`src/common/tcdm_burst_defines.svh`:
```
// ~~~~~~~~~~~~~~~~~~~~~~~~~~~~~~~~~~~~~~~~~~~~~~~~~~~~~~~~~~~~~~~~~~~~
// TCDM burst front end parameters
// Bank geometry, word and address widths shared by all blocks
// ~~~~~~~~~~~~~~~~~~~~~~~~~~~~~~~~~~~~~~~~~~~~~~~~~~~~~~~~~~~~~~~~~~~~

`ifndef TCDM_BURST_DEFINES_SVH
`define TCDM_BURST_DEFINES_SVH

`define TCDM_NUM_BANKS       8                // Banks per row
`define TCDM_MAX_BURST       `TCDM_NUM_BANKS  // Longest burst, one cut at most
`define TCDM_NUM_ROWS        16               // Words per bank
`define TCDM_DATA_WIDTH      32
`define TCDM_ADDR_WIDTH      32               // Byte address
`define TCDM_ID_WIDTH        4                // Initiator ID
`define TCDM_BYTE_OFF_WIDTH  2                // Byte offset inside a word

`endif

```
`src/common/tcdm_burst_pkg.sv`:
```
// ~~~~~~~~~~~~~~~~~~~~~~~~~~~~~~~~~~~~~~~~~~~~~~~~~~~~~~~~~~~~~~~~~~~~
// TCDM burst types
// Burst descriptor and the word, row and index types of the front end
// ~~~~~~~~~~~~~~~~~~~~~~~~~~~~~~~~~~~~~~~~~~~~~~~~~~~~~~~~~~~~~~~~~~~~

`include "tcdm_burst_defines.svh"

package tcdm_burst_pkg;

  // 0 .. max burst, so one bit wider than the bank index
  typedef logic [$clog2(`TCDM_MAX_BURST+1)-1:0] blen_t;

  typedef struct packed {
    logic  isburst;  // Set for a burst, clear for a single word
    blen_t blen;     // Words in the burst
  } burst_t;

  typedef logic [`TCDM_DATA_WIDTH-1:0]   data_t;
  typedef logic [`TCDM_DATA_WIDTH/8-1:0] be_t;
  typedef logic [`TCDM_ADDR_WIDTH-1:0]   addr_t;
  typedef logic [`TCDM_ID_WIDTH-1:0]     id_t;

  typedef logic [$clog2(`TCDM_NUM_BANKS)-1:0] bank_idx_t;  // Bank inside a row
  typedef logic [$clog2(`TCDM_NUM_ROWS)-1:0]  row_idx_t;   // Row inside a bank

  // Response payload, word k is the k-th word of the burst
  typedef data_t [`TCDM_NUM_BANKS-1:0] row_data_t;

endpackage

```
`src/tcdm_bank_array/tcdm_resp_merger.sv`:
```
// ~~~~~~~~~~~~~~~~~~~~~~~~~~~~~~~~~~~~~~~~~~~~~~~~~~~~~~~~~~~~~~~~~~~~
// Response merger
// Joins the two cuts of a split burst into one initiator response
// ~~~~~~~~~~~~~~~~~~~~~~~~~~~~~~~~~~~~~~~~~~~~~~~~~~~~~~~~~~~~~~~~~~~~

`timescale 1ns/1ps

`include "tcdm_burst_defines.svh"

module tcdm_resp_merger (
  input  logic                      clk_i,
  input  logic                      rst_ni,
  // Read data from the banks
  input  logic                      rd_valid_i,
  output logic                      rd_ready_o,
  input  tcdm_burst_pkg::id_t       rd_ini_addr_i,
  input  tcdm_burst_pkg::blen_t     rd_blen_i,
  input  logic                      rd_split_i,   // First part of a pair
  input  tcdm_burst_pkg::row_data_t rd_data_i,
  // Response to the initiator
  output logic                      resp_valid_o,
  input  logic                      resp_ready_i,
  output tcdm_burst_pkg::id_t       resp_ini_addr_o,
  output tcdm_burst_pkg::blen_t     resp_blen_o,
  output tcdm_burst_pkg::row_data_t resp_rdata_o
);

  import tcdm_burst_pkg::*;

  // Partial buffer for a pending first part
  logic      part_valid_q;
  blen_t     part_blen_q;
  row_data_t part_data_q;

  row_data_t merged_data;
  blen_t     merged_blen;
  logic      accept;

  assign rd_ready_o = !resp_valid_o || resp_ready_i;  // Output free or draining
  assign accept     = rd_valid_i && rd_ready_o;

  // Second part lands behind the stored words, unused words are zero
  always_comb begin
    if (part_valid_q) begin
      merged_data = part_data_q
                  | row_data_t'(rd_data_i << (int'(part_blen_q) * `TCDM_DATA_WIDTH));
      merged_blen = part_blen_q + rd_blen_i;
    end else begin
      merged_data = rd_data_i;
      merged_blen = rd_blen_i;
    end
  end

  always_ff @(posedge clk_i or negedge rst_ni) begin
    if (!rst_ni) begin
      part_valid_q <= 1'b0;
      resp_valid_o <= 1'b0;
    end else begin
      if (accept) begin
        part_valid_q <= rd_split_i;  // Cleared by the second part
      end
      if (accept && !rd_split_i) begin
        resp_valid_o <= 1'b1;
      end else if (resp_ready_i) begin
        resp_valid_o <= 1'b0;
      end
    end
  end

  always_ff @(posedge clk_i) begin
    if (accept && rd_split_i) begin
      part_blen_q <= rd_blen_i;
      part_data_q <= rd_data_i;
    end
    if (accept && !rd_split_i) begin
      resp_ini_addr_o <= rd_ini_addr_i;  // Same ID on both parts
      resp_blen_o     <= merged_blen;
      resp_rdata_o    <= merged_data;
    end
  end

  // Cutter never starts a new split before the pair completes
  a_one_partial: assert property (@(posedge clk_i) disable iff (!rst_ni)
    part_valid_q |-> !(rd_valid_i && rd_split_i))
    else $error("Split part arrived with a partial pending");

endmodule

```
`config.mk`:
```
export PLATFORM = sky130hd
export DESIGN_NAME = tcdm_resp_merger
export DESIGN_NICKNAME = d
export VERILOG_FILES = /design/src/common/tcdm_burst_pkg.sv /design/src/tcdm_bank_array/tcdm_resp_merger.sv
export VERILOG_INCLUDE_DIRS = /design/src /design/src/common
export SDC_FILE = /design/constraint.sdc
export NUM_CORES = 1
export LEC_CHECK = 0
export BUFFER_PORTS_ARGS = -buffer_cell sky130_fd_sc_hd__buf_2
export CORE_MARGIN = 2
export CORE_UTILIZATION = 29
export CTS_BUF_LIST = sky130_fd_sc_hd__clkbuf_8
export CTS_CLUSTER_DIAMETER = 50
export DETAILED_ROUTE_END_ITERATION = 7
export HOLD_SLACK_MARGIN = 0.08
export SYNTH_ARGS = -nofsm -noshare
export SYNTH_HDL_FRONTEND = slang
export SYNTH_SLANG_ARGS = --single-unit
```
`constraint.sdc`:
```
create_clock -name clk_i -period 16.6 [get_ports clk_i]
set_input_delay 1.66 -clock clk_i [delete_from_list [all_inputs] [get_ports clk_i]]
set_output_delay 1.66 -clock clk_i [all_outputs]
set_load 0.1 [all_outputs]
```
-- Word-level counts from Yosys, hierarchy flattened
Index checks and enable logic that the tools add are counted.
- output and inout port bits: 266
- logic and storage cells: 35
- bits in registers: 526
- bits of input ports: 269
- reductions and logical operators: 7
- shifts and indexed selects: 1
- muxes and demuxes: 4
- add/subtract/negate cells: 1
- bitwise operators: 1
- operators with widths (operator ; count):
    $mux W256 ; 1
    $or A256 B256 Y256 ; 1
    $shl A256 B9 Y256 ; 1
    $add A4 B4 Y4 ; 1
    $mux W4 ; 1
    $logic_and A1 B1 Y1 ; 3
    $logic_not A1 Y1 ; 2
    $mux W1 ; 2
    $reduce_bool A2 Y1 ; 1
    $logic_or A1 B1 Y1 ; 1

-- Longest topological paths before layout
Gate-level depths: netlist of run 1.
- word-level depth: 5
- gate-level depth with buffers: 7
- depth with buffers taken out: 5

-- Worst setup path before layout of run 1
Ideal clock, no wire load.
- path kind: input port to flip-flop
- start point: input port resp_ready_i
- end point: register resp_blen_o[0] (enable)
- buffers on the path: 0
- library setup time: 0.895 ns
- cell stages on the path: 3
- required time: 15.705 ns
- path slack: 2.105 ns
- arrival: 13.600 ns
- cells stage by stage: nand2b_1 > nand2_1 > nor2_1
- word-level cells in the longest chain between the ends: 3
- ends and longest elaborated chain (element ; RTL line ; RTL):
    from (decl) ; tcdm_resp_merger.sv:22 ; input logic resp_ready_i,
    $logic_or A1 B1 Y1 ; tcdm_resp_merger.sv:39 ; assign rd_ready_o = !resp_valid_o || resp_ready_i;
    $logic_and A1 B1 Y1 ; tcdm_resp_merger.sv:40 ; assign accept = rd_valid_i && rd_ready_o;
    $logic_and A1 B1 Y1 ; tcdm_resp_merger.sv:75 ; if (accept && !rd_split_i) begin
    to (signal assigned) ; tcdm_resp_merger.sv:77 ; resp_blen_o <= merged_blen;
    to (decl) ; tcdm_resp_merger.sv:24 ; output tcdm_burst_pkg::blen_t resp_blen_o,
Every way passes these cells.
A chain may end at the register's enable or synchronous reset.

==> results.md, run 1 <==
- Floorplan die area: 0.09225 mm2
- Final HPWL DP: 54.42 mm
- Per-cell via count in the routed design: 5.263
- Post-synthesis area per instance: 13.85 um2
- Placed insts: 3,460
- Seq cells post-synth: 526
- Vias post-DR: 19,220
- Number of synthesized flops with an enable pin: 524
- Clock tree from TritonCTS: built
- Maximum clock frequency: 0.2326 GHz
- Root Buffer: clkbuf_8
- Global routing usage summed across all routing layers: 17.76%
- Detail-routed net length per standard cell: 23.15 um
- Crit-path max cell delay: 0.77 ns
- Count of mapped cells out of synthesis: 1,881
- Post-CTS setup buffer count: 0
- Most frequent cells in the layout: 534 x buf_2, 524 x edfxtp_1, 287 x nor2_1
- Number of clock sinks: 526
- Initial antenna violation count: 18
- Leakage power of the design: 11.57 nW
- TritonCTS Buffers: 99
- IO Port Bufs: 534
- Die span in x: 303.7 um
- Top-level port count: 535
- Primary FF master, synth: edfxtp_1
- Syn nets: 2,154
- Clock latency of the later-clocked register in the worst-skew pair: 0.70 ns
- Reg2reg start: part_blen_q[1]
- Starting Density: 29.39%
- Fraction of the core area covered by cells at the end of the flow: 35.64%
- Class of the worst hold path: reg -> reg
- Origin of the worst min-delay path: part_data_q[23]
- Max-slew headroom at the worst pin: 29.41%
- Largest net degree at the start of global routing: 174
- Post-route insts no fill: 3,652
- Crit. End Element: flip-flop
- Vias in the first global route: 19,040
- Growth of design area from synthesis to finish: 21.29%
- Proportion of layout cells with a drive suffix above 1: 35.23%
- Largest vdd supply drop: 70.20 uV
- Share of the clock period used by the worst path: 25.90%
- Slew of the pin with the lowest slew margin: 1.059 ns
- Number of library cell types mapped by synthesis: 44
- Layout Skew: 0.05401 ns
- Total wirelength of the detailed-routed design: 84.56 mm
- R2R setup slack: 12.30 ns
- Startpoint-to-endpoint class of the critical path: reg -> reg
- Crit path launch: part_blen_q[1]
- Cts-stage hold buffer count: 0
- Number of endpoints failing setup at the final stage: 0
- Worst hold slack across all endpoints: 0.5391 ns
- Multi-input combinational cell area: 0.009449 mm2
- Aggregate negative setup slack: 0 ns
- Std cell rows: 109
- Crit path top cell by count: buf_4
- Reg-to-reg critical path endpoint: resp_rdata_o[245]
- Critical path fanouts, max: 55
- Placeable Area: 0.08865 mm2
- Filler cells: 8,726
- Worst Reg2Reg Path Length in Cells: 7
- Share of synthesized area occupied by flip-flops and latches: 60.59%
- Worst min-delay path endpoint: resp_rdata_o[23]
- Required time of the critical path: 17.01 ns
- Nets@finish: 2,669
- Clock slew seen by the registers of the worst setup and hold paths: 0.06 ns
- Remaining design rule violation count: 0
- Remaining number of nets flagged by the antenna check after routing: 0
- Final count of pins violating max slew: 0
- Register cell area after layout: 0.01579 mm2
- Clk buf depth: 3
- Min Tclk post-route: 4.300 ns
- Power per cell area: 110.9 mW/mm2
- Most frequent standard cell in the layout excluding fill and tap cells: buf_2
- Resized cells post-CTS: 0
- Arrival time worst endpoint: 4.71 ns
- Global-route wire length before repair: 125.3 mm
- Outcome: completed
- Global placement routability congestion: 0.8088
- Reported max-cap violation count: 0
- Unrepaired setup endpoints after global routing: no
- Share of flip-flops with an asynchronous set or reset after synthesis: 0.3802%
- Total overflow reported by the global router: 0
- Series of cell instances along the critical path: buf_4 > buf_4 > buf_4 > mux2i_1 > nor2_1 > a2111oi_0 > a21oi_1
- Number of hold violations in the final report: 0
- CP max-delay cell: buf_4
- DIE HEIGHT: 303.7 um
- Number of design-rule violations left by the first detailed-router iteration: 1,695
- Number of stages on the worst hold path: 1
- Yosys synthesis warning count: 0
- CP Launch Type: flip-flop
- Post-synthesis instance area: 0.02605 mm2
- CTS H-tree lvls: 3
- First-pass detailed-route iteration total: 7
sequential cells by signal, indices dropped and copies added, names as in the netlist:
signal and count:
part_blen_q 4, part_data_q 256, part_valid_q 1, resp_blen_o 4, resp_ini_addr_o 4, resp_rdata_o 256
resp_valid_o 1
area by class of cell:
| type | count | share of cell area (%) |
|---|---|---|
| tap | 1165 | 4.613 |
| antenna | 12 | 0.09504 |
| clock buffer | 103 | 4.487 |
| inverter | 5 | 0.05940 |
| sequential | 526 | 49.97 |
| clock inverter | 77 | 1.437 |
| multi-input combinational | 1194 | 29.91 |
| timing repair buffer | 570 | 9.433 |
how the worst max path moves through the flow:
stage,to,slack [ns],cells after the start
global route,resp_rdata_o[247],12.05,7
finish,resp_rdata_o[245],12.30,7
detailed placement,resp_rdata_o[47],11.87,6
CTS,resp_rdata_o[173],12.34,7
floorplan,resp_blen_o[0],2.10,3
global placement,resp_rdata_o[174],11.91,6
layer usage:
| metal | global-route usage (%) | routed length [um] |
|---|---|---|
| met1 | 23.25 | 34930 |
| met2 | 29.64 | 42060 |
| met3 | 3.359 | 5642 |
| met4 | 5.820 | 1906 |
| met5 | 0 | 28 |
cell families (layout without fill, tap and decap cells):
group | after synthesis | count (layout) | share of synthesized area (%)
buffers and inverters | 161 | 755 | 3.348
other | 0 | 12 | 0
DFF | 526 | 526 | 60.59
muxes | 228 | 228 | 14.93
adders and majority gates | 4 | 4 | 0.2209
and+or+nand+nor | 439 | 439 | 7.175
AOI/OAI and AO/OA | 522 | 522 | 13.70
xor gates and xnor gates | 1 | 1 | 0.03363
synth_stat cells, types with 33 or more instances:
library cell	count	area share, %
a21o_1	34	0.98
a21oi_1	196	3.8
a221oi_1	63	2.1
a22o_1	64	2.2
a31oi_1	33	0.79
buf_2	46	0.88
clkbuf_1	74	1.1
edfxtp_1	524	60
mux2_2	34	1.5
mux2i_1	69	2.7
mux4_2	125	11
nand2_1	68	0.98
nor2_1	290	4.2
nor2b_1	35	0.84
where the power goes:
group | leakage [nW] | switching, W | internal [W]
sequential | 4.88 | 0.0000295 | 0.00156
combinational | 5.64 | 0.000525 | 0.000176
clock | 1.05 | 0.000574 | 0.000639
total | 11.6 | 0.00113 | 0.00237
through the flow:
stage,instance area (um2),total power (W),worst slack [ns]
after floorplan,26050,0.002148,2.105
after global placement,29690,0.002312,11.91
after detailed placement,29690,0.002317,11.87
after CTS,31570,0.003537,12.34
after global routing,31600,0.003639,12.05
final,31600,0.003503,12.30
worst max-delay path: cells and delay by family (launching register included):
kind,cells,cell delay (ns)
compound gates,2,0.61
buf+inv,3,2.08
mux,1,0.41
flops,1,0.73
simple gates,1,0.07
No activity file was read; power rests on OpenSTA's default activity.
==> run 2: changes to the inputs <==
clock period = 3.69 ns   (was 16.6 ns; I/O delays follow)
==> run 2 against run 1 <==
Against the previous run: worst hold slack got worse by 0.34 ns; via count grew 7.6%; power rose to 4.6 times the previous value; non-clock buffer count increased by 290; critical path type unchanged; combinational power increased to 5.0 times the previous value; sequential power grew to 4.5 times the previous value; die area unchanged.
==> results.md, run 2 (same netlist as run 1, synthesis figures left out) <==
- Outcome: completed
- Min Tclk post-route: 2.689 ns (-1.611 ns)
- Largest net degree at the start of global routing: 134 (-23%)
- Final HPWL DP: 57.17 mm (+5.0%)
- Number of endpoints failing setup at the final stage: 0 (unchanged)
- Registers with the highest flip-flop counts: part_data_q x256, resp_rdata_o x256
- IO Port Bufs: 534 (unchanged)
- Global routing usage summed across all routing layers: 18.94% (+1.2 points)
- Top-level port count: 535 (unchanged)
- Reported max-cap violation count: 0 (unchanged)
- First-pass detailed-route iteration total: 5 (-2)
- Vias post-DR: 20,680 (+7.6%)
- Leakage power of the design: 12.89 nW (+11%)
- Worst Reg2Reg Path Length in Cells: 5 (-2)
- Pre-CTS setup slack: 0.9370 ns (-10.93 ns)
- Most frequent cells in the layout: 534 x buf_2, 524 x edfxtp_1, 287 x nor2_1
- Remaining design rule violation count: 0 (unchanged)
- Post-route insts no fill: 3,939 (+7.9%)
- Initial antenna violation count: 14 (-4)
- Reg2reg start: part_blen_q[3]
- Slew of the pin with the lowest slew margin: 0.9555 ns (-0.1034 ns)
- DIE HEIGHT: 303.7 um (unchanged)
- Setup slack after layout: 1.001 ns (-11.30 ns)
- Placed insts: 3,480 (+0.58%)
- Placeable Area: 0.08865 mm2 (unchanged)
- Maximum clock frequency: 0.3719 GHz (+60%)
- Unrepaired setup endpoints after global routing: no
- Largest vdd supply drop: 300.2 uV (+330%)
- Std cell rows: 109 (unchanged)
- Nets@finish: 2,959 (+11%)
- Detail-routed net length per standard cell: 22.77 um (-1.7%)
- PnR Total Power: 0.01621 W (+360%)
- Clock latency of the later-clocked register in the worst-skew pair: 0.74 ns (+0.04 ns)
- Number of design-rule violations left by the first detailed-router iteration: 1,566 (-7.6%)
- Number of hold violations in the final report: 0 (unchanged)
- Global-route wire length before repair: 133.7 mm (+6.7%)
- Critical path fanouts, max: 17 (-69%)
- Clock slew seen by the registers of the worst setup and hold paths: 0.06 ns (about the same)
- Post-CTS setup buffer count: 0 (unchanged)
- Required time of the critical path: 4.15 ns (-12.86 ns)
- Number of clock sinks: 526 (unchanged)
- Total overflow reported by the global router: 0 (unchanged)
- CP Launch Type: flip-flop
- R2R setup slack: 1.00 ns (-11.30 ns)
- Total wirelength of the detailed-routed design: 89.68 mm (+6.0%)
- Final count of pins violating max slew: 0 (unchanged)
- Power per cell area: 466.8 mW/mm2 (+320%)
- Die span in x: 303.7 um (unchanged)
- Per-cell via count in the routed design: 5.249 (-0.27%)
- Starting Density: 29.39% (unchanged)
- Most frequent standard cell in the layout excluding fill and tap cells: buf_2
- CTS H-tree lvls: 3 (unchanged)
- Startpoint-to-endpoint class of the critical path: reg -> reg
- Remaining number of nets flagged by the antenna check after routing: 0 (unchanged)
- Global placement routability congestion: 0.8087 (about the same)
- Filler cells: 8,287 (-5.0%)
- Floorplan die area: 0.09225 mm2 (unchanged)
- Vias in the first global route: 20,890 (+9.7%)
- Clk buf depth: 3 (unchanged)
- Share of the clock period used by the worst path: 72.87% (+47 points)
- Arrival time worst endpoint: 3.15 ns (-1.56 ns)
- Root Buffer: clkbuf_8
- Layout Skew: 0.04319 ns (-0.01082 ns)
- Max-slew headroom at the worst pin: 36.21% (+6.8 points)
- TritonCTS Buffers: 99 (unchanged)
- Fraction of the core area covered by cells at the end of the flow: 39.19% (+3.5 points)
- Proportion of layout cells with a drive suffix above 1: 32.51% (-2.7 points)
- Clock tree from TritonCTS: built
- Crit. End Element: flip-flop
- Class of the worst hold path: in -> reg
- Reg-to-reg critical path endpoint: resp_rdata_o[223]
- Worst setup endpoint: resp_rdata_o[223]
- Crit path launch: part_blen_q[3]
- Growth of design area from synthesis to finish: 33.35%
- Worst hold slack across all endpoints: 0.1977 ns (-0.3415 ns)
[run 2: changes by cell type in the layout (fill, tap and decap cells not counted), moves of 3 or more]
cell and change:
clkinv_1 -5, dlygate4sd3_1 +270, diode_2 -3, clkinvlp_4 +5, buf_12 +19
[run 2: area by class of cell]
class / count / area, um2 / area share (%)
inverters: 5 / 18.77 / 0.05403
repair buffers: 860 / 6071 / 17.48
flip-flops and latches: 526 / 15790 / 45.46
diodes: 9 / 22.52 / 0.06483
clock inverters: 79 / 521.8 / 1.502
multi-input cells: 1194 / 9464 / 27.24
clock buffers: 101 / 1390 / 4.002
well taps: 1165 / 1458 / 4.196
[run 2: worst min path at each step]
| stage | startpoint | to | slack, ns | cells past startpoint |
|---|---|---|---|---|
| after floorplan | rst_ni | part_valid_q | 0.07 | 0 |
| after global placement | rst_ni | resp_valid_o | 0.16 | 1 |
| after detailed placement | rst_ni | part_valid_q | 0.16 | 1 |
| after CTS | resp_ready_i | resp_rdata_o[94] | 0.09 | 4 |
| after global routing | resp_ready_i | resp_rdata_o[94] | 0.15 | 4 |
| final | resp_ready_i | resp_rdata_o[94] | 0.20 | 4 |
[run 2: routing by layer]
layer	wire, um	share of wire (%)	vias to the layer above	track usage [%]
met1	36490	41	10380	24.38
met4	3213	3.6	2	8.145
met5	11	0.012	-	0
li1	-	-	9142	-
met2	43470	48	961	31.08
met3	6490	7.2	192	3.742
[run 2: report_power, final]
part / switching [W] / internal [W] / leakage, nW / total, W
clock network: 0.00263 / 0.00298 / 1.06 / 0.00561
logic: 0.00245 / 0.00102 / 6.95 / 0.00348
registers: 0.000120 / 0.00701 / 4.88 / 0.00713
[run 2: timing repair]
item / in CTS / in global routing
hold endpoints to repair: 530 / 0
hold buffers: 270 / 0
setup endpoints to repair: 0 / 0
gates resized for setup: 0 / 0
[run 2: critical path, stage by stage, from the launching register on]
cell,delay (ns)
edfxtp_1,0.80
or3b_2,0.67
buf_4,0.45
nor2_1,0.08
a2111oi_0,0.28
a21oi_1,0.12
[run 2: through the flow]
step                      area, um2  setup TNS, ns
after floorplan               26080        -697.42
after global placement        30100              0
after detailed placement      30100              0
after CTS                     34720              0
after global routing          34740              0
final                         34740              0
==> run 3: changes to the inputs <==
ABC_AREA = 1   (was unset)
clock period = 2.4 ns   (was 3.69 ns; I/O delays follow)
==> run 3 against run 2 <==
Against the previous run: final cell count is 32% higher; count of clock-buffer cells in the layout unchanged; critical endpoint is now resp_rdata_o[29]; worst hold slack better by 0.036 ns; largest power group unchanged.
==> results.md, run 3 <==
- Unrepaired setup endpoints after global routing: no
- Ranking of synthesized cells by instance count: 715 x nand2_1, 706 x nand3_1, 524 x edfxtp_1
- Vias in the first global route: 24,640 (+18%)
- Startpoint-to-endpoint class of the critical path: reg -> reg
- Cell taking the most area after synthesis: edfxtp_1
- DIE HEIGHT: 309.1 um (+1.8%)
- Clock tree from TritonCTS: built
- Class of the worst hold path: in -> reg
- Nets@finish: 4,134 (+40%)
- Largest vdd supply drop: 530.5 uV (+77%)
- Number of library cell types mapped by synthesis: 23 (-48%)
- Required time of the critical path: 2.86 ns (-1.29 ns)
- Per-cell via count in the routed design: 4.910 (-6.5%)
- Placed insts: 4,734 (+36%)
- Primary FF master, synth: edfxtp_1
- Global placement routability congestion: 0.8418 (+4.1%)
- Resized cells post-CTS: 0 (unchanged)
- CTS H-tree lvls: 3 (unchanged)
- Top-level port count: 535 (unchanged)
- Share of synthesized area occupied by flip-flops and latches: 58.46% (-2.1 points)
- Root Buffer: clkbuf_8
- Reported net switching power: 0.008547 W (+64%)
- Growth of design area from synthesis to finish: 34.61%
- Critical path fanouts, max: 112 (+95)
- Arrival time worst endpoint: 2.50 ns (-0.65 ns)
- Post-synthesis instance area: 0.02700 mm2 (+3.7%)
- Crit. End Element: flip-flop
- Worst Reg2Reg Path Length in Cells: 4 (-1)
- Worst min-delay path endpoint: resp_ini_addr_o[2]
- Final count of pins violating max slew: 0 (unchanged)
- Switching share of power: 32.92% (+0.81 points)
- Most frequent standard cell in the layout excluding fill and tap cells: nand2_1
- Largest net degree at the start of global routing: 113 (-16%)
- Setup slack after layout: 0.3643 ns (-0.6370 ns)
- Max-slew headroom at the worst pin: 56.04% (+20 points)
- Synth top area share: 58.27% (-2.1 points)
- Clk buf depth: 3 (unchanged)
- Number of synthesized flops with an enable pin: 524 (unchanged)
- Std cell rows: 111 (+1.8%)
- PnR Total Power: 0.02596 W (+60%)
- Number of clock sinks: 526 (unchanged)
- Die span in x: 309.1 um (+1.8%)
- Min Tclk post-route: 2.036 ns (-0.6530 ns)
- Worst hold slack across all endpoints: 0.2337 ns (+0.03603 ns)
- Maximum clock frequency: 0.4912 GHz (+32%)
- Reg2reg start: part_blen_q[1]
- Starting Density: 29.37% (about the same)
- Placeable Area: 0.09194 mm2 (+3.7%)
- Reg-to-reg critical path endpoint: resp_rdata_o[29]
- Post-route insts no fill: 5,191 (+32%)
- Syn nets: 3,313 (+54%)
- Internal portion of total power: 0.01741 W (+58%)
- Number of stages on the worst hold path: 2 (-2)
- Remaining number of nets flagged by the antenna check after routing: 0 (unchanged)
- Most frequently used cell type in the post-synthesis netlist: nand2_1
- Yosys synthesis warning count: 0 (unchanged)
- Layout Skew: 0.02969 ns (-0.01350 ns)
- Detail-routed net length per standard cell: 18.25 um (-20%)
- Initial antenna violation count: 10 (-4)
- Share of the clock period used by the worst path: 84.82% (+12 points)
- R2R setup slack: 0.36 ns (-0.64 ns)
- Reported max-cap violation count: 0 (unchanged)
- Vias post-DR: 25,490 (+23%)
- Proportion of layout cells with a drive suffix above 1: 22.72% (-9.8 points)
- Post-synthesis area per instance: 8.882 um2 (-36%)
- Final design area excluding fillers: 0.03635 mm2 (+4.6%)
- Count of mapped cells out of synthesis: 3,040 (+62%)
- Number of design-rule violations left by the first detailed-router iteration: 2,326 (+49%)
- Clock slew seen by the registers of the worst setup and hold paths: 0.06 ns (about the same)
- Number of endpoints failing setup at the final stage: 0 (unchanged)
- Floorplan die area: 0.09557 mm2 (+3.6%)
- Share of flip-flops with an asynchronous set or reset after synthesis: 0.3802% (unchanged)
- Outcome: completed
- CP Launch Type: flip-flop
- Seq cells post-synth: 526 (unchanged)
- Global-route wire length before repair: 143.0 mm (+6.9%)
- Sequential cell fraction of total power: 42.3% (-1.7 points)
- Clock power frac: 34.9% (+0.3 points)
- IO Port Bufs: 534 (unchanged)
- Power share of the combinational group: 22.8% (+1.4 points)
- Total overflow reported by the global router: 0 (unchanged)
- Number of hold violations in the final report: 0 (unchanged)
- First-pass detailed-route iteration total: 7 (+2)
- TritonCTS Buffers: 98 (-1.0%)
- Registers with the highest flip-flop counts: part_data_q x256, resp_rdata_o x256
- Clock latency of the later-clocked register in the worst-skew pair: 0.73 ns (about the same)
- Global routing usage summed across all routing layers: 19.16% (+0.23 points)
- Cell Area, Placed: 0.03162 mm2 (+5.0%)
- Most frequent cells in the layout: 713 x nand2_1, 706 x nand3_1, 534 x buf_2
- Final HPWL DP: 63.74 mm (+11%)
- Largest cells by area after synthesis: edfxtp_1 58%, nand3_1 13%, nand2_1 9.9%
- Leakage power of the design: 14.93 nW (+16%)
- Origin of the worst min-delay path: rd_ini_addr_i[2]
- Total wirelength of the detailed-routed design: 94.73 mm (+5.6%)
- Slew of the pin with the lowest slew margin: 0.6639 ns (-0.2916 ns)
- Pre-CTS setup slack: 0.4178 ns (-0.5192 ns)
- Power per cell area: 714.2 mW/mm2 (+53%)
- Remaining design rule violation count: 0 (unchanged)
[run 3: changes by cell type after synthesis, moves of 35 or more]
| cell | delta |
|---|---|
| a22o_1 | -64 |
| mux2i_1 | -69 |
| nand3_1 | +705 |
| mux4_2 | -125 |
| nor2b_1 | -35 |
| nand2_1 | +647 |
| buf_2 | +91 |
| inv_1 | +97 |
| nor2_1 | +129 |
| a221oi_1 | -63 |
| or2_2 | +84 |
[run 3: worst max-delay path, cell delays in order, from the launching register on]
cell and delay [ns]:
edfxtp_1 0.60, buf_12 0.42, nor2_1 0.16, a21oi_1 0.32, o21ai_1 0.09
[run 3: through the flow]
stage          setup TNS (ns)  utilization (%)
4_1_cts                     0            39.51
6_report                    0            39.53
2_1_floorplan        -1492.42                -
3_5_place_dp                0            34.39
5_1_grt                     0            39.53
3_3_place_gp                0            34.39
[run 3: kinds of logic after synthesis]
logic type / Yosys count / synth area share, %
simple gates: 1937 / 31.10
flops: 526 / 58.46
buf+inv: 310 / 5.315
compound gates: 260 / 4.819
fa+ha+maj: 4 / 0.2132
xor+xnor: 3 / 0.09733
[run 3: layout make-up]
cell class                 count  area (um2)
tap                         1243        1555
sequential                   526       15790
clock buffer                 101        1390
clock inverter                77       611.8
inverter                     105       416.7
timing repair buffer         926        6716
antenna                        9       22.52
multi-input combinational   2204        9842
fill                        9142       55590
[run 3: how the worst max path moves through the flow]
stage | startpoint | to | depth (start not counted)
3_3_place_gp | part_blen_q[1] | resp_rdata_o[192] | 8
2_1_floorplan | resp_valid_o | resp_blen_o[0] | 3
3_5_place_dp | part_blen_q[1] | resp_rdata_o[192] | 8
5_1_grt | part_blen_q[1] | resp_rdata_o[203] | 8
4_1_cts | resp_valid_o | rd_ready_o | 2
6_report | part_blen_q[1] | resp_rdata_o[29] | 4
[run 3: power by group through the flow]
| stage | clock (W) | combinational, W | sequential (W) |
|---|---|---|---|
| final | 0.00907 | 0.00591 | 0.0110 |
| after global routing | 0.00968 | 0.00634 | 0.0110 |
| after CTS | 0.00930 | 0.00591 | 0.0110 |
| after detailed placement | 0 | 0.00553 | 0.0112 |
| after global placement | 0 | 0.00551 | 0.0112 |
| after floorplan | 0 | 0.00200 | 0.0131 |
[run 3: routing by layer]
layer	GRT usage, %	wire (um)	vias to the layer above
li1	-	-	12110
met1	24.79	39790	12130
met2	32.05	45640	1112
met4	6.886	2427	2
met3	3.432	6864	136
met5	0	16	-
[run 3: what timing repair did]
action                    in CTS  in global routing
hold endpoints to repair     609                  0
hold buffers                 270                  0
buffers inserted               0                  0
