--- src/common/tcdm_burst_defines.svh ---
// ~~~~~~~~~~~~~~~~~~~~~~~~~~~~~~~~~~~~~~~~~~~~~~~~~~~~~~~~~~~~~~~~~~~~
// TCDM burst front end parameters
// Bank geometry, word and address widths shared by all blocks
// ~~~~~~~~~~~~~~~~~~~~~~~~~~~~~~~~~~~~~~~~~~~~~~~~~~~~~~~~~~~~~~~~~~~~

`ifndef TCDM_BURST_DEFINES_SVH
`define TCDM_BURST_DEFINES_SVH

`define TCDM_NUM_BANKS       8                // Banks per row
`define TCDM_MAX_BURST       `TCDM_NUM_BANKS  // Longest burst, one cut at most
`define TCDM_NUM_ROWS        16               // Words per bank
`define TCDM_DATA_WIDTH      32
`define TCDM_ADDR_WIDTH      32               // Byte address
`define TCDM_ID_WIDTH        4                // Initiator ID
`define TCDM_BYTE_OFF_WIDTH  2                // Byte offset inside a word

`endif

--- src/common/tcdm_burst_pkg.sv ---
// ~~~~~~~~~~~~~~~~~~~~~~~~~~~~~~~~~~~~~~~~~~~~~~~~~~~~~~~~~~~~~~~~~~~~
// TCDM burst types
// Burst descriptor and the word, row and index types of the front end
// ~~~~~~~~~~~~~~~~~~~~~~~~~~~~~~~~~~~~~~~~~~~~~~~~~~~~~~~~~~~~~~~~~~~~

`include "tcdm_burst_defines.svh"

package tcdm_burst_pkg;

  // 0 .. max burst, so one bit wider than the bank index
  typedef logic [$clog2(`TCDM_MAX_BURST+1)-1:0] blen_t;

  typedef struct packed {
    logic  isburst;  // Set for a burst, clear for a single word
    blen_t blen;     // Words in the burst
  } burst_t;

  typedef logic [`TCDM_DATA_WIDTH-1:0]   data_t;
  typedef logic [`TCDM_DATA_WIDTH/8-1:0] be_t;
  typedef logic [`TCDM_ADDR_WIDTH-1:0]   addr_t;
  typedef logic [`TCDM_ID_WIDTH-1:0]     id_t;

  typedef logic [$clog2(`TCDM_NUM_BANKS)-1:0] bank_idx_t;  // Bank inside a row
  typedef logic [$clog2(`TCDM_NUM_ROWS)-1:0]  row_idx_t;   // Row inside a bank

  // Response payload, word k is the k-th word of the burst
  typedef data_t [`TCDM_NUM_BANKS-1:0] row_data_t;

endpackage

--- src/hdl/tcdm_burst_cutter.sv ---
// ~~~~~~~~~~~~~~~~~~~~~~~~~~~~~~~~~~~~~~~~~~~~~~~~~~~~~~~~~~~~~~~~~~~~
// Burst cutter
// Splits a read burst that crosses the end of a bank row into two
// row-local cuts, other requests pass through unchanged
// ~~~~~~~~~~~~~~~~~~~~~~~~~~~~~~~~~~~~~~~~~~~~~~~~~~~~~~~~~~~~~~~~~~~~

`timescale 1ns/1ps

`include "tcdm_burst_defines.svh"

module tcdm_burst_cutter (
  input  logic                      clk_i,
  input  logic                      rst_ni,
  // Request in
  input  logic                      req_valid_i,
  output logic                      req_ready_o,
  input  tcdm_burst_pkg::id_t       req_ini_addr_i,  // Initiator ID
  input  tcdm_burst_pkg::addr_t     req_tgt_addr_i,  // Byte address
  input  logic                      req_wen_i,
  input  tcdm_burst_pkg::data_t     req_wdata_i,
  input  tcdm_burst_pkg::be_t       req_be_i,
  input  tcdm_burst_pkg::burst_t    req_burst_i,
  // Request out, row-local
  output logic                      req_valid_o,
  input  logic                      req_ready_i,
  output tcdm_burst_pkg::id_t       req_ini_addr_o,
  output tcdm_burst_pkg::addr_t     req_tgt_addr_o,
  output logic                      req_wen_o,
  output tcdm_burst_pkg::data_t     req_wdata_o,
  output tcdm_burst_pkg::be_t       req_be_o,
  output tcdm_burst_pkg::burst_t    req_burst_o,
  output logic                      req_split_o      // First cut, second one follows
);

  import tcdm_burst_pkg::*;

  typedef enum logic {
    Bypass,   // Pass through, or send first cut
    BurstCut  // Send stored second cut
  } cut_state_e;

  cut_state_e state_d, state_q;

  // Second cut, loaded when the first cut transfers
  id_t   cut_ini_addr_q;
  addr_t cut_tgt_addr_q;
  blen_t cut_blen_q;

  bank_idx_t bank_idx;   // Start bank of the request
  blen_t     room;       // Words left in the row from the start bank
  logic      need_cut;
  logic      store_cut;

  assign bank_idx  = req_tgt_addr_i[`TCDM_BYTE_OFF_WIDTH +: $bits(bank_idx_t)];
  assign room      = blen_t'(`TCDM_NUM_BANKS) - blen_t'(bank_idx);
  assign need_cut  = req_valid_i & req_burst_i.isburst & ~req_wen_i
                   & (req_burst_i.blen > room);  // Only read bursts get cut
  assign store_cut = (state_q == Bypass) & need_cut & req_ready_i;

  always_comb begin
    state_d = state_q;
    if (store_cut) begin
      state_d = BurstCut;
    end else if (state_q == BurstCut && req_ready_i) begin
      state_d = Bypass;  // Second cut gone
    end
  end

  always_comb begin
    case (state_q)
      BurstCut: begin
        req_valid_o    = 1'b1;
        req_ini_addr_o = cut_ini_addr_q;
        req_tgt_addr_o = cut_tgt_addr_q;
        req_wen_o      = 1'b0;  // Read only
        req_wdata_o    = '0;
        req_be_o       = '0;
        req_burst_o    = '{isburst: 1'b1, blen: cut_blen_q};
        req_split_o    = 1'b0;
        req_ready_o    = req_ready_i;  // Upstream retires with the second cut
      end
      default: begin
        req_valid_o    = req_valid_i;
        req_ini_addr_o = req_ini_addr_i;
        req_tgt_addr_o = req_tgt_addr_i;
        req_wen_o      = req_wen_i;
        req_wdata_o    = req_wdata_i;
        req_be_o       = req_be_i;
        req_burst_o    = req_burst_i;
        req_split_o    = 1'b0;
        req_ready_o    = req_ready_i;
        if (req_wen_i) begin
          req_burst_o = '0;  // Write bursts run as one word
        end else if (need_cut) begin
          req_burst_o.blen = room;  // Up to the row end
          req_split_o      = 1'b1;
          req_ready_o      = 1'b0;  // Hold upstream until the second cut
        end
      end
    endcase
  end

  always_ff @(posedge clk_i or negedge rst_ni) begin
    if (!rst_ni) begin
      state_q <= Bypass;
    end else begin
      state_q <= state_d;
    end
  end

  always_ff @(posedge clk_i) begin
    if (store_cut) begin
      cut_ini_addr_q <= req_ini_addr_i;  // ID unchanged
      cut_tgt_addr_q <= req_tgt_addr_i + (addr_t'(room) << `TCDM_BYTE_OFF_WIDTH);
      cut_blen_q     <= req_burst_i.blen - room;  // Remainder in next row
    end
  end

  // Longer bursts would need more than one cut
  a_blen_max: assert property (@(posedge clk_i) disable iff (!rst_ni)
    req_valid_i && req_burst_i.isburst |-> req_burst_i.blen <= `TCDM_MAX_BURST)
    else $error("Burst longer than one row");

  // Stalled output holds its payload
  a_out_stable: assert property (@(posedge clk_i) disable iff (!rst_ni)
    req_valid_o && !req_ready_i |=> req_valid_o
      && $stable({req_ini_addr_o, req_tgt_addr_o, req_wen_o, req_wdata_o,
                  req_be_o, req_burst_o, req_split_o}))
    else $error("Cut changed while stalled");

endmodule

--- config.mk ---
export PLATFORM = sky130hd
export DESIGN_NAME = tcdm_burst_cutter
export DESIGN_NICKNAME = d
export VERILOG_FILES = /design/src/common/tcdm_burst_pkg.sv /design/src/hdl/tcdm_burst_cutter.sv
export VERILOG_INCLUDE_DIRS = /design/src /design/src/common
export SDC_FILE = /design/constraint.sdc
export NUM_CORES = 1
export LEC_CHECK = 0
export ABC_CLOCK_PERIOD_IN_PS = 2200
export BUFFER_PORTS_ARGS = -buffer_cell sky130_fd_sc_hd__buf_2
export CAP_MARGIN = 20
export CORE_MARGIN = 5
export CORE_UTILIZATION = 42
export CTS_BUF_LIST = sky130_fd_sc_hd__clkbuf_4 sky130_fd_sc_hd__clkbuf_8
export DETAILED_ROUTE_END_ITERATION = 10
export PLACE_DENSITY = 0.89
export SLEW_MARGIN = 40
export SYNTH_ARGS = -nofsm -noshare
export SYNTH_HDL_FRONTEND = slang
export SYNTH_SLANG_ARGS = --single-unit
--- constraint.sdc ---
create_clock -name clk_i -period 2.2 [get_ports clk_i]
set_clock_uncertainty 0.05 [all_clocks]
set_input_delay 0.22 -clock clk_i [delete_from_list [all_inputs] [get_ports clk_i]]
set_output_delay 0.22 -clock clk_i [all_outputs]
set_load 0.005 [all_outputs]
Word-level counts from Yosys, hierarchy flattened:

Index checks and enable logic that the tools add are counted.
W data, S select, Z words.

* register bits: 41
* input bits: 82

* add/sub/neg operators: 3
* order comparisons: 1
* multiplexer cells: 18
* bitwise gates (word level): 7
* reduce and logical (&&, ||, !) cells: 2

Operator list (number)
* $mux W32: 2
* $add A32 B6 Y32: 1
* $mux W4: 4
* $mux W1: 11
* $and A1 B1 Y1: 5
* $mux W5: 1
* $gt A4 B4 Y1: 1
* $sub A4 B3 Y4 const A: 1
* $sub A4 B4 Y4: 1
* $not A1 Y1: 2
* $reduce_bool A2 Y1: 1
* $logic_and A1 B1 Y1: 1

Depth between registers and ports, before layout:

Gate-level depths: netlist of the first run.

* word-level depth: 6
* depth in mapped cells: 8
* mapped depth without buffers: 8

Least setup slack after synthesis of the first run:

OpenSTA, ideal clock, no wires.

* path type: input port to flip-flop
* start point: in req_tgt_addr_i[2]
* end point: reg cut_blen_q[0], enable pin
* library setup time: 400 ps
* arrival: 2824 ps
* data required time: 1750 ps
* setup slack: -1074 ps
* stages: 8
* buffers on the path: 0
* path through: inv_1 ha_1 ha_1 ha_1 nand4_1 nand3_1 nor3_1 and2_1

* cells in the longest elaborated chain, start to end: 5

RTL lines
* from (decl): line tcdm_burst_cutter.sv:18 `input tcdm_burst_pkg::addr_t req_tgt_addr_i,`
* $sub A4 B3 Y4: line tcdm_burst_cutter.sv:55 `` assign room = blen_t'(`TCDM_NUM_BANKS) - blen_t'(bank_idx); ``
* $gt A4 B4 Y1: line tcdm_burst_cutter.sv:57 `& (req_burst_i.blen > room);`
* $and A1 B1 Y1: line tcdm_burst_cutter.sv:57
* $and A1 B1 Y1 (2 in series): line tcdm_burst_cutter.sv:58 `assign store_cut = (state_q == Bypass) & need_cut & req_ready_i;`
* to (signal assigned): line tcdm_burst_cutter.sv:115 `cut_blen_q <= req_burst_i.blen - room;`
* to (decl): line tcdm_burst_cutter.sv:47 `blen_t cut_blen_q;`

No other way between the ends.
A chain may end at the register's enable or synchronous reset.

==> results of run 1 <==
synth_stat cells, types with 2 or more instances:
library cell   n
nor2_1         2
a21oi_1        6
nor2b_1       40
nand4_4        2
buf_2          3
and3_1         4
clkbuf_1       9
nand3_1       12
and2_1         2
inv_1          9
or3_1          2
ha_1           8
nand2_1        8
or2_2          4
a2111oi_4      3
mux2_2        34
a21o_1         2
a221o_1        5
xnor2_1       16
buf_1          2
o21ai_0        3
nand4_1       11
and4_1         5
a2111oi_2      3
a211oi_1       2
edfxtp_1      39
nor3b_1        3
nor3_1         4
xor2_1        15
sequential cells by signal (all words and copies together), names as in the netlist:
name / cells
cut_ini_addr_q: 4
state_q: 1
cut_blen_q: 4
cut_tgt_addr_q: 31
cells by family (layout without fill, tap and decap cells):
kind of cell	after synthesis	after routing	share of synthesized area
buf+inv	25	209	0.0356
xor+xnor	33	33	0.0994
mux	34	34	0.125
fa+ha+maj	9	9	0.0393
flops	40	40	0.391
compound gates	27	27	0.0900
simple gates	105	106	0.219
metrics by stage:
stage	setup WS (ns)	power [W]
after floorplan	-0.0772	0.00120
after global placement	-0.241	0.00148
after detailed placement	-0.373	0.00151
after CTS	-0.148	0.00211
after global routing	-0.233	0.00223
final	-0.158	0.00212
per-layer routing:
metal / wire length (um) / GRT usage / share of wire / vias to the layer above
met5: 0 / 0 / 0 / -
met4: 95 / 0.0565 / 0.0099 / 0
met3: 587 / 0.0458 / 0.061 / 8
met2: 5210 / 0.355 / 0.54 / 101
met1: 3710 / 0.249 / 0.39 / 1376
li1: - / - / - / 1373
worst paths after layout:
| kind | start | end | slack, ns | cells after the start |
|---|---|---|---|---|
| setup / recovery | req_tgt_addr_i[2] | req_burst_o[0] | -0.16 | 10 |
| hold / removal | req_tgt_addr_i[0] | cut_tgt_addr_q[0]$_DFFE_PP_ | 0.07 | 1 |
| min in group asynchronous | rst_ni | state_q$_DFFE_PN0P_ | 0.19 | 2 |
| setup reg to reg | state_q$_DFFE_PN0P_ | cut_blen_q[0]$_DFFE_PP_ | 0.47 | 3 |
| max in group asynchronous | rst_ni | state_q$_DFFE_PN0P_ | 1.82 | 2 |
| hold reg to reg | state_q$_DFFE_PN0P_ | state_q$_DFFE_PN0P_ | 1.12 | 3 |
power by group:
group	leakage [nW]	total, W	internal (W)	switching [W]
combinational	1.46	0.000666	0.000347	0.000320
sequential	0.364	0.000869	0.000859	0.00000989
clock	0.0532	0.000590	0.000331	0.000259
layout make-up:
class | instances | area [sq um] | area share
clock buffers | 5 | 68.8 | 0.0154
clock inverters | 3 | 37.5 | 0.00840
inverters | 9 | 40.0 | 0.00896
well taps | 99 | 124 | 0.0277
repair buffers | 192 | 1110 | 0.248
flip-flops and latches | 40 | 1200 | 0.268
multi-input cells | 209 | 1890 | 0.424
timing repair:
| item | 4_1_cts | 5_1_grt |
|---|---|---|
| gates resized for setup | 10 | 12 |
| buffers inserted | 2 | 6 |
| pin swaps | 11 | 15 |
| endpoints found under the setup margin | 45 | 6 |
| hold buffers | 1 | 0 |
| cloned | 1 | 0 |
| endpoints found under the hold margin | 1 | 0 |
==> summary.txt, run 1 <==
Status
  – Status: complete, but fails checks
  – Failing checks: negative setup slack

Floorplan
  – Placeable core area: 0.00718 sq mm
  – Rows: 31
  – IO Count: 163
  – Initial Util: 0.426
  – Chip width: 95.3 um
  – Full die area: 0.00909 sq mm
  – Die H: 95.3 um

Yosys
  – Netlist Area Pre-Place: 0.00306 sq mm
  – Sequential area share after synthesis: 0.391
  – Primary FF master, synth: edfxtp_1
  – Syn nets: 364
  – Cell taking the most area after synthesis: edfxtp_1
  – Post-synth top area share: 0.383
  – Yosys warns: 0
  – Async set-reset flop share out of synthesis: 0.0250
  – Flops & latches, synth: 40
  – Unique masters post-synth: 44
  – Mapped Cells: 273
  – Leading post-synthesis cells by cell area: edfxtp_1 (38%), mux2_2 (13%), nor2b_1 (8.2%), xnor2_1 (4.6%), xor2_1 (4.3%)
  – Syn_area_per_cell: 11.2 sq um
  – EDFF count, synth: 39

GRT
  – First-pass GRT wire length: 14400 um
  – Vias in the first global route: 2938
  – Largest net degree at the start of global routing: 61
  – Initial antenna violation count: 0
  – Gr usage total: 0.203
  – GRT overflow: 0

Worst setup path
  – CP top delay family: compound AO/OA/AOI/OAI gates
  – Setup crit end kind: primary output
  – WP buf/inv: 4
  – CP max stage delay: 0.34 ns
  – Crit path DAT: 2.09 ns
  – Worst Path Required: 1.93 ns
  – CP max-delay cell: fa_2
  – Maximum fanout along the worst path: 6
  – CP Class: in2out
  – Critical-path cell list: buf_8 -> clkinvlp_4 -> ha_4 -> inv_4 -> fa_2 -> a21o_1 -> a21oi_4 -> nor4b_2 -> a221o_1 -> buf_2
  – Crit path launch type: input port

Clock network
  – Clock buffer depth: 2
  – Htree depth: 2
  – Worst skew pair latency: 0.29 ns
  – Clock sink count: 40
  – CTS buffer count: 5
  – Worst-path clk slew: 0.08 ns
  – TritonCTS clock tree: yes
  – Root buf cell: clkbuf_8

Route
  – Vias/cell: 5.13
  – Via count: 2858
  – Drt wl/cell: 17.2 um
  – Drt pass-1 iters: 4
  – Initial DRC count: 84
  – DRT Wirelength: 9600 um
  – Drt drc: 0
  – ANT nets after route: 0

Pwr
  – Leak Pwr: 1.87 nW
  – Peak VDD IR: 240 uV
  – PwrDens: 476 mW/mm^2

Placement
  – Port Buf Inserts: 162
  – Placer Congestion: 0.851
  – Post-DP Area: 0.00420 sq mm
  – DP HPWL: 7280 um
  – Cell Count Post-Placement: 540

Timing
  – Fin. Hold Viols: 0
  – Fmax: 424 MHz
  – Period minus WS final: 2.36 ns
  – WHS: 0.0708 ns
  – Setup TNS: -1.00 ns
  – Worst relative slew slack: 0.707
  – Period utilisation layout: 1.07
  – Final setup fails: 25
  – Pin slew with the least headroom to its limit: 0.440 ns
  – Final Max Tran Viols: 0
  – RSZ-0062 raised after global routing: yes
  – Setup WS post-layout: -0.158 ns

Final layout
  – Syn-to-layout area delta: 46.1%
  – Share of post-route cells with drive strength above 1: 0.585
  – Finished Core Util: 0.622
  – Commonest non-fill, non-tap cell in the layout: buf_2
  – Commonest non-fill, non-tap cells in the layout: buf_2 (160), nor2b_1 (39), edfxtp_1 (39)
  – Final #Nets: 548
  – Fill count: 589
  – Post-route insts no fill: 557
  – Post-Layout Inst Area: 0.00447 sq mm
  – Antenna Cells: 0

Run
  – Number of max-cap violations: 0

Hold path
  – Hold Path Class: in2reg
Note: power is estimated with default switching activity, not from simulation.
==> inputs of run 2 (changes only) <==
==> constraint.sdc (replaced) <==
create_clock -name clk_i -period 2.2 [get_ports clk_i]
set_clock_uncertainty 0.05 [all_clocks]
set_input_delay 0.22 -clock clk_i [delete_from_list [all_inputs] [get_ports clk_i]]
set_output_delay 0.22 -clock clk_i [all_outputs]
set_load 0.01 [all_outputs]
==> run 2 against run 1 <==
  * Critical path depth did not move
  * Global-route usage fell by 0.65 points
  * Largest power group unchanged
  * Critical path type unchanged
  * Sequential share of layout area rose by 0.27 points
  * The run still ends with negative setup slack left
==> summary.txt, run 2 (synthesis gave the netlist of run 1 again) <==
Timing
  – Fin. Hold Viols: 0 (unchanged)
  – Worst relative slew slack: 0.711 (+0.00377)
  – Final Max Tran Viols: 0 (unchanged)
  – Period utilisation layout: 1.07 (about the same)
  – Setup WS post-layout: -0.159 ns (-0.00102 ns)
  – Period minus WS final: 2.36 ns (+0.00102 ns)
  – WHS: 0.0668 ns (-0.00395 ns)
  – Fmax: 424 MHz (about the same)
  – Setup TNS: -0.639 ns (+0.363 ns)
  – RSZ-0062 raised after global routing: yes
  – Pin slew with the least headroom to its limit: 0.434 ns (-0.00566 ns)
  – Final setup fails: 5 (-80%)

Route
  – DRT Wirelength: 9320 um (-2.9%)
  – Vias/cell: 5.13 (about the same)
  – Drt wl/cell: 16.8 um (-2.8%)
  – Drt drc: 0 (unchanged)
  – ANT nets after route: 0 (unchanged)
  – Drt pass-1 iters: 4 (unchanged)
  – Initial DRC count: 105 (+25%)
  – Via count: 2852 (-0.21%)

GRT
  – Gr usage total: 0.196 (-0.00650)
  – Largest net degree at the start of global routing: 61 (unchanged)
  – Vias in the first global route: 2809 (-4.4%)
  – GRT overflow: 0 (unchanged)
  – First-pass GRT wire length: 13800 um (-4.1%)
  – Initial antenna violation count: 0 (unchanged)

Placement
  – Port Buf Inserts: 162 (unchanged)
  – Placer Congestion: 0.851 (about the same)
  – Worst slack at placement: -0.311 ns (+0.0619 ns)
  – DP HPWL: 7030 um (-3.4%)
  – Post-DP Area: 0.00420 sq mm (-0.18%)

Pwr
  – Total power: 0.00205 W (-3.7%)
  – PwrDens: 463 mW/mm^2 (-2.7%)
  – Peak VDD IR: 207 uV (-14%)
  – Leak Pwr: 1.86 nW (-0.99%)

Worst setup path
  – Setup crit end kind: primary output
  – Crit path DAT: 2.09 ns (about the same)
  – Maximum fanout along the worst path: 6 (unchanged)
  – Crit path launch type: input port
  – Worst Path Required: 1.93 ns (about the same)
  – CP Class: in2out

Status
  – Status: complete, but fails checks
  – Failing checks: negative setup slack

Clock network
  – Htree depth: 2 (unchanged)
  – Root buf cell: clkbuf_8
  – Clock sink count: 40 (unchanged)
  – Worst skew pair latency: 0.29 ns (about the same)
  – Worst-path clk slew: 0.08 ns (about the same)
  – CTS buffer count: 5 (unchanged)
  – TritonCTS clock tree: yes
  – Clock buffer depth: 2 (unchanged)

Floorplan
  – Chip width: 95.3 um (unchanged)
  – Full die area: 0.00909 sq mm (unchanged)
  – Initial Util: 0.426 (unchanged)
  – Placeable core area: 0.00718 sq mm (unchanged)
  – Die H: 95.3 um (unchanged)
  – IO Count: 163 (unchanged)
  – Rows: 31 (unchanged)

Final layout
  – Max reg flops: 31 (unchanged)
  – Most flop-heavy register: cut_tgt_addr_q
  – Antenna Cells: 0 (unchanged)
  – Post-Layout Inst Area: 0.00442 sq mm (-0.98%)
  – Commonest non-fill, non-tap cells in the layout: buf_2 (160), nor2b_1 (40), edfxtp_1 (39)
  – Syn-to-layout area delta: 44.6%
  – Biggest regs: cut_tgt_addr_q (31), cut_blen_q (4), cut_ini_addr_q (4)
  – Commonest non-fill, non-tap cell in the layout: buf_2
  – Share of post-route cells with drive strength above 1: 0.582 (-0.00310)
  – Final #Nets: 547 (-0.18%)

Run
  – Number of max-cap violations: 0 (unchanged)

Hold path
  – Hold Path Class: in2reg
==> run 2: metal layers <==
metal,vias to the layer above,share of wire,GRT usage
met5,-,0,0
met4,0,0.017,0.0541
met3,15,0.072,0.0434
met2,117,0.53,0.345
met1,1341,0.38,0.240
li1,1379,-,-
==> run 2: layout make-up <==
type,count,area [sq um]
fill,592,2750
sequential,40,1200
tap,99,124
multi-input combinational,209,1880
clock inverter,3,13.8
inverter,9,40.0
clock buffer,5,68.8
timing repair buffer,191,1100
==> run 2: final timing paths <==
check,startpoint,end,slack (ns),cells past startpoint
max in group asynchronous,rst_ni,state_q$_DFFE_PN0P_,1.84,2
min in group asynchronous,rst_ni,state_q$_DFFE_PN0P_,0.17,2
worst max-delay path,req_tgt_addr_i[2],req_burst_o[0],-0.16,10
worst max register to register,state_q$_DFFE_PN0P_,cut_blen_q[0]$_DFFE_PP_,0.49,3
worst min register to register,state_q$_DFFE_PN0P_,state_q$_DFFE_PN0P_,1.12,3
worst min-delay path,req_tgt_addr_i[1],cut_tgt_addr_q[1]$_DFFE_PP_,0.07,1
==> run 2: worst max-delay path: stages <==
cell        delay (ns)
buf_8             0.08
clkinvlp_4        0.09
ha_4              0.18
ha_4              0.28
ha_4              0.20
a21o_1            0.20
a21oi_4           0.30
nor4b_2           0.09
a221o_1           0.29
buf_2             0.15
==> run 2: stage by stage <==
stage | utilization | std cells
after floorplan | - | 273
after global placement | 0.585 | 539
after detailed placement | 0.585 | 539
after CTS | 0.609 | 554
after global routing | 0.616 | 556
final | 0.616 | 556
==> run 2: repair_timing <==
item                                    in CTS  in global routing
hold buffers                                 1                  0
pin swaps                                   11                  7
endpoints found under the setup margin      45                 45
setup buffers                                6                  1
gates resized for setup                     11                  8
gates cloned                                 0                  1
hold endpoints to repair                     1                  0
==> run 2: power breakdown <==
part           internal, W  switching (W)  leakage, nW  total [W]
registers         0.000859     0.00000969        0.364   0.000868
clock network     0.000216       0.000263       0.0453   0.000479
logic             0.000343       0.000356         1.45   0.000699
==> inputs of run 3 (changes only) <==
--- a/config.mk
+++ b/config.mk
@@ -9,11 +9,14 @@
 export ABC_CLOCK_PERIOD_IN_PS = 2200
 export BUFFER_PORTS_ARGS = -buffer_cell sky130_fd_sc_hd__buf_2
 export CAP_MARGIN = 20
+export CELL_PAD_IN_SITES_DETAIL_PLACEMENT = 0
+export CELL_PAD_IN_SITES_GLOBAL_PLACEMENT = 1
 export CORE_MARGIN = 5
-export CORE_UTILIZATION = 42
+export CORE_UTILIZATION = 31
 export CTS_BUF_LIST = sky130_fd_sc_hd__clkbuf_4 sky130_fd_sc_hd__clkbuf_8
 export DETAILED_ROUTE_END_ITERATION = 10
 export PLACE_DENSITY = 0.89
+export REMOVE_ABC_BUFFERS = 1
 export SLEW_MARGIN = 40
 export SYNTH_ARGS = -nofsm -noshare
 export SYNTH_HDL_FRONTEND = slang
==> run 3 against run 2 <==
  * The flow still finishes with violations (negative setup slack)
  * Via count grew 1.3%
  * First-iteration DRC count is 13% higher
  * Cell area rose by 2.4%
  * Flip-flop and latch count stayed put
  * Global-route usage decreased by 4.0 points
  * Worst setup slack improved by 0.11 ns
  * Total power rose by 2.7%
  * Sequential power up 0.5%
  * Non-clock buffer count grew 5
  * Routed wire length rose by 6.8%
  * Hold slack worse by 0.0025 ns
  * Clock power rose by 5.0%
  * Critical path type unchanged
  * Largest power group unchanged
  * Highest routed layer unchanged
==> summary.txt, run 3 (synthesis gave the netlist of run 1 again) <==
Floorplan
  – Rows: 36 (+16%)
  – Chip width: 109 um (+15%)
  – Full die area: 0.0120 sq mm (+32%)
  – IO Count: 163 (unchanged)
  – Placeable core area: 0.00968 sq mm (+35%)
  – Die H: 109 um (+15%)
  – Initial Util: 0.316 (-0.110)

Clock network
  – Worst skew pair latency: 0.29 ns (about the same)
  – Clock buffer depth: 2 (unchanged)
  – Worst-path clk slew: 0.08 ns (about the same)
  – Htree depth: 2 (unchanged)
  – TritonCTS clock tree: yes
  – Clock sink count: 40 (unchanged)
  – Root buf cell: clkbuf_8
  – CTS buffer count: 5 (unchanged)

Worst setup path
  – CP max-delay cell: a221o_1
  – Maximum fanout along the worst path: 6 (unchanged)
  – Critical-path cell list: buf_8 -> inv_4 -> ha_4 -> ha_4 -> ha_4 -> a21o_1 -> a21oi_4 -> or2_4 -> a221o_1 -> buf_2
  – CP max stage delay: 0.30 ns (about the same)
  – Worst Path Required: 1.93 ns (about the same)
  – Crit path DAT: 1.98 ns (-0.11 ns)
  – Crit-path most repeated cell: ha_4
  – Setup crit end kind: primary output
  – CP Class: in2out
  – Crit path launch type: input port

Pwr
  – Total power: 0.00210 W (+2.7%)
  – Psw: 0.000633 W (+0.82%)
  – Leak Pwr: 1.89 nW (+2.0%)
  – Peak VDD IR: 208 uV (+0.21%)
  – Pint: 0.00147 W (+3.5%)
  – Comb pwr share: 0.345 (+0.003)
  – Clock power frac: 0.240 (+0.006)
  – PwrDens: 464 mW/mm^2 (+0.24%)
  – Sequential share of power: 0.415 (-0.009)
  – Switching Share: 0.302 (-0.00556)

Final layout
  – Max reg flops: 31 (unchanged)
  – Fill count: 902 (+52%)
  – Commonest non-fill, non-tap cell in the layout: buf_2
  – Most flop-heavy register: cut_tgt_addr_q
  – FF+latch area: 0.00120 sq mm (+0.21%)
  – Final #Nets: 551 (+0.73%)
  – Post-route insts no fill: 596 (+7.2%)
  – Share of post-route cells with drive strength above 1: 0.584 (+0.00146)
  – Biggest regs: cut_tgt_addr_q (31), cut_blen_q (4), cut_ini_addr_q (4)
  – Commonest non-fill, non-tap cells in the layout: buf_2 (160), nor2b_1 (40), edfxtp_1 (39)
  – Syn-to-layout area delta: 48.2%
  – Finished Core Util: 0.468 (-0.149)
  – Multi-input logic area: 0.00186 sq mm (-1.1%)

GRT
  – GRT overflow: 0 (unchanged)
  – Initial antenna violation count: 2 (+2)
  – Vias in the first global route: 2897 (+3.1%)
  – Largest net degree at the start of global routing: 48 (-21%)
  – First-pass GRT wire length: 14500 um (+5.3%)
  – Gr usage total: 0.156 (-0.0397)

Route
  – Via count: 2889 (+1.3%)
  – DRT Wirelength: 9960 um (+6.8%)
  – Drt pass-1 iters: 4 (unchanged)
  – Initial DRC count: 119 (+13%)
  – Vias/cell: 4.85 (-5.5%)
  – Drt wl/cell: 16.7 um (-0.34%)
  – ANT nets after route: 0 (unchanged)
  – Drt drc: 0 (unchanged)

Timing
  – Setup WS post-layout: -0.0506 ns (+0.109 ns)
  – Final Max Tran Viols: 0 (unchanged)
  – RSZ-0062 raised after global routing: yes
  – Period utilisation layout: 1.02 (-0.0494)
  – Period minus WS final: 2.25 ns (-0.109 ns)
  – Pin slew with the least headroom to its limit: 0.389 ns (-0.0452 ns)
  – Fin. Hold Viols: 0 (unchanged)
  – WHS: 0.0643 ns (-0.00254 ns)
  – Worst relative slew slack: 0.741 (+0.0302)
  – Fmax: 444 MHz (+4.8%)
  – Final setup fails: 5 (unchanged)

Hold path
  – Hold Path Class: in2reg

Placement
  – Placer Congestion: 0.929 (+9.2%)
  – Cell Count Post-Placement: 577 (+7.1%)
  – Port Buf Inserts: 162 (unchanged)
  – DP HPWL: 7800 um (+11%)

Run
  – Number of max-cap violations: 0 (unchanged)

Status
  – Failing checks: negative setup slack
  – Status: complete, but fails checks
run 3: layout make-up:
| class | count | area share |
|---|---|---|
| antenna | 2 | 0.00110 |
| clock buffer | 7 | 0.0185 |
| clock inverter | 1 | 0.000828 |
| inverter | 9 | 0.00911 |
| multi-input combinational | 208 | 0.410 |
| sequential | 40 | 0.265 |
| tap | 133 | 0.0367 |
| timing repair buffer | 196 | 0.258 |
run 3: per-stage QoR:
| stage | setup WS (ns) | TNS (ns) | instance area [sq um] |
|---|---|---|---|
| CTS | -0.105 | -0.403 | 4470 |
| floorplan | -1.20 | -64.22 | 2980 |
| global route | -0.129 | -0.506 | 4530 |
| global placement | -0.380 | -20.22 | 4230 |
| finish | -0.0506 | -0.192 | 4530 |
| detailed placement | -0.474 | -25.70 | 4230 |
run 3: worst max-delay path: cells and delay by family:
family	cells	cell delay (ns)
AND/OR/NAND/NOR	1	0.26
adder cells (fa/ha/maj)	3	0.70
buffers and inverters	3	0.26
AO/OA/AOI/OAI	3	0.55
run 3: final timing paths:
kind                                          start                            to  slack [ns]  cells past startpoint
worst max-delay path              req_tgt_addr_i[2]                req_burst_o[3]       -0.05                     10
worst min-delay path              req_ini_addr_i[3]   cut_ini_addr_q[3]$_DFFE_PP_        0.06                      1
worst max register to register  state_q$_DFFE_PN0P_  cut_tgt_addr_q[15]$_DFFE_PP_        0.53                      3
worst min register to register  state_q$_DFFE_PN0P_           state_q$_DFFE_PN0P_        1.12                      2
max in group asynchronous                    rst_ni           state_q$_DFFE_PN0P_        1.83                      2
min in group asynchronous                    rst_ni           state_q$_DFFE_PN0P_        0.17                      2
run 3: layer usage:
| metal | GRT usage | wire length [um] |
|---|---|---|
| met5 | 0 | 0 |
| met4 | 0.0490 | 136 |
| met3 | 0.0399 | 898 |
| met2 | 0.268 | 4850 |
| met1 | 0.192 | 4070 |
run 3: power by group through the flow:
stage               Clock (W)  Sequential (W)  Combinational (W)
finish               0.000503        0.000872           0.000725
CTS                  0.000522        0.000872           0.000714
global route         0.000552        0.000874           0.000786
global placement            0        0.000889           0.000658
detailed placement          0        0.000889           0.000673
floorplan                   0        0.000895           0.000317
run 3: what timing repair did:
action / in CTS / in global routing
pin swaps: 12 / 15
hold buffers: 1 / 0
setup endpoints to repair: 46 / 45
gates resized for setup: 18 / 10
setup buffers: 4 / 4
hold endpoints to repair: 1 / 0
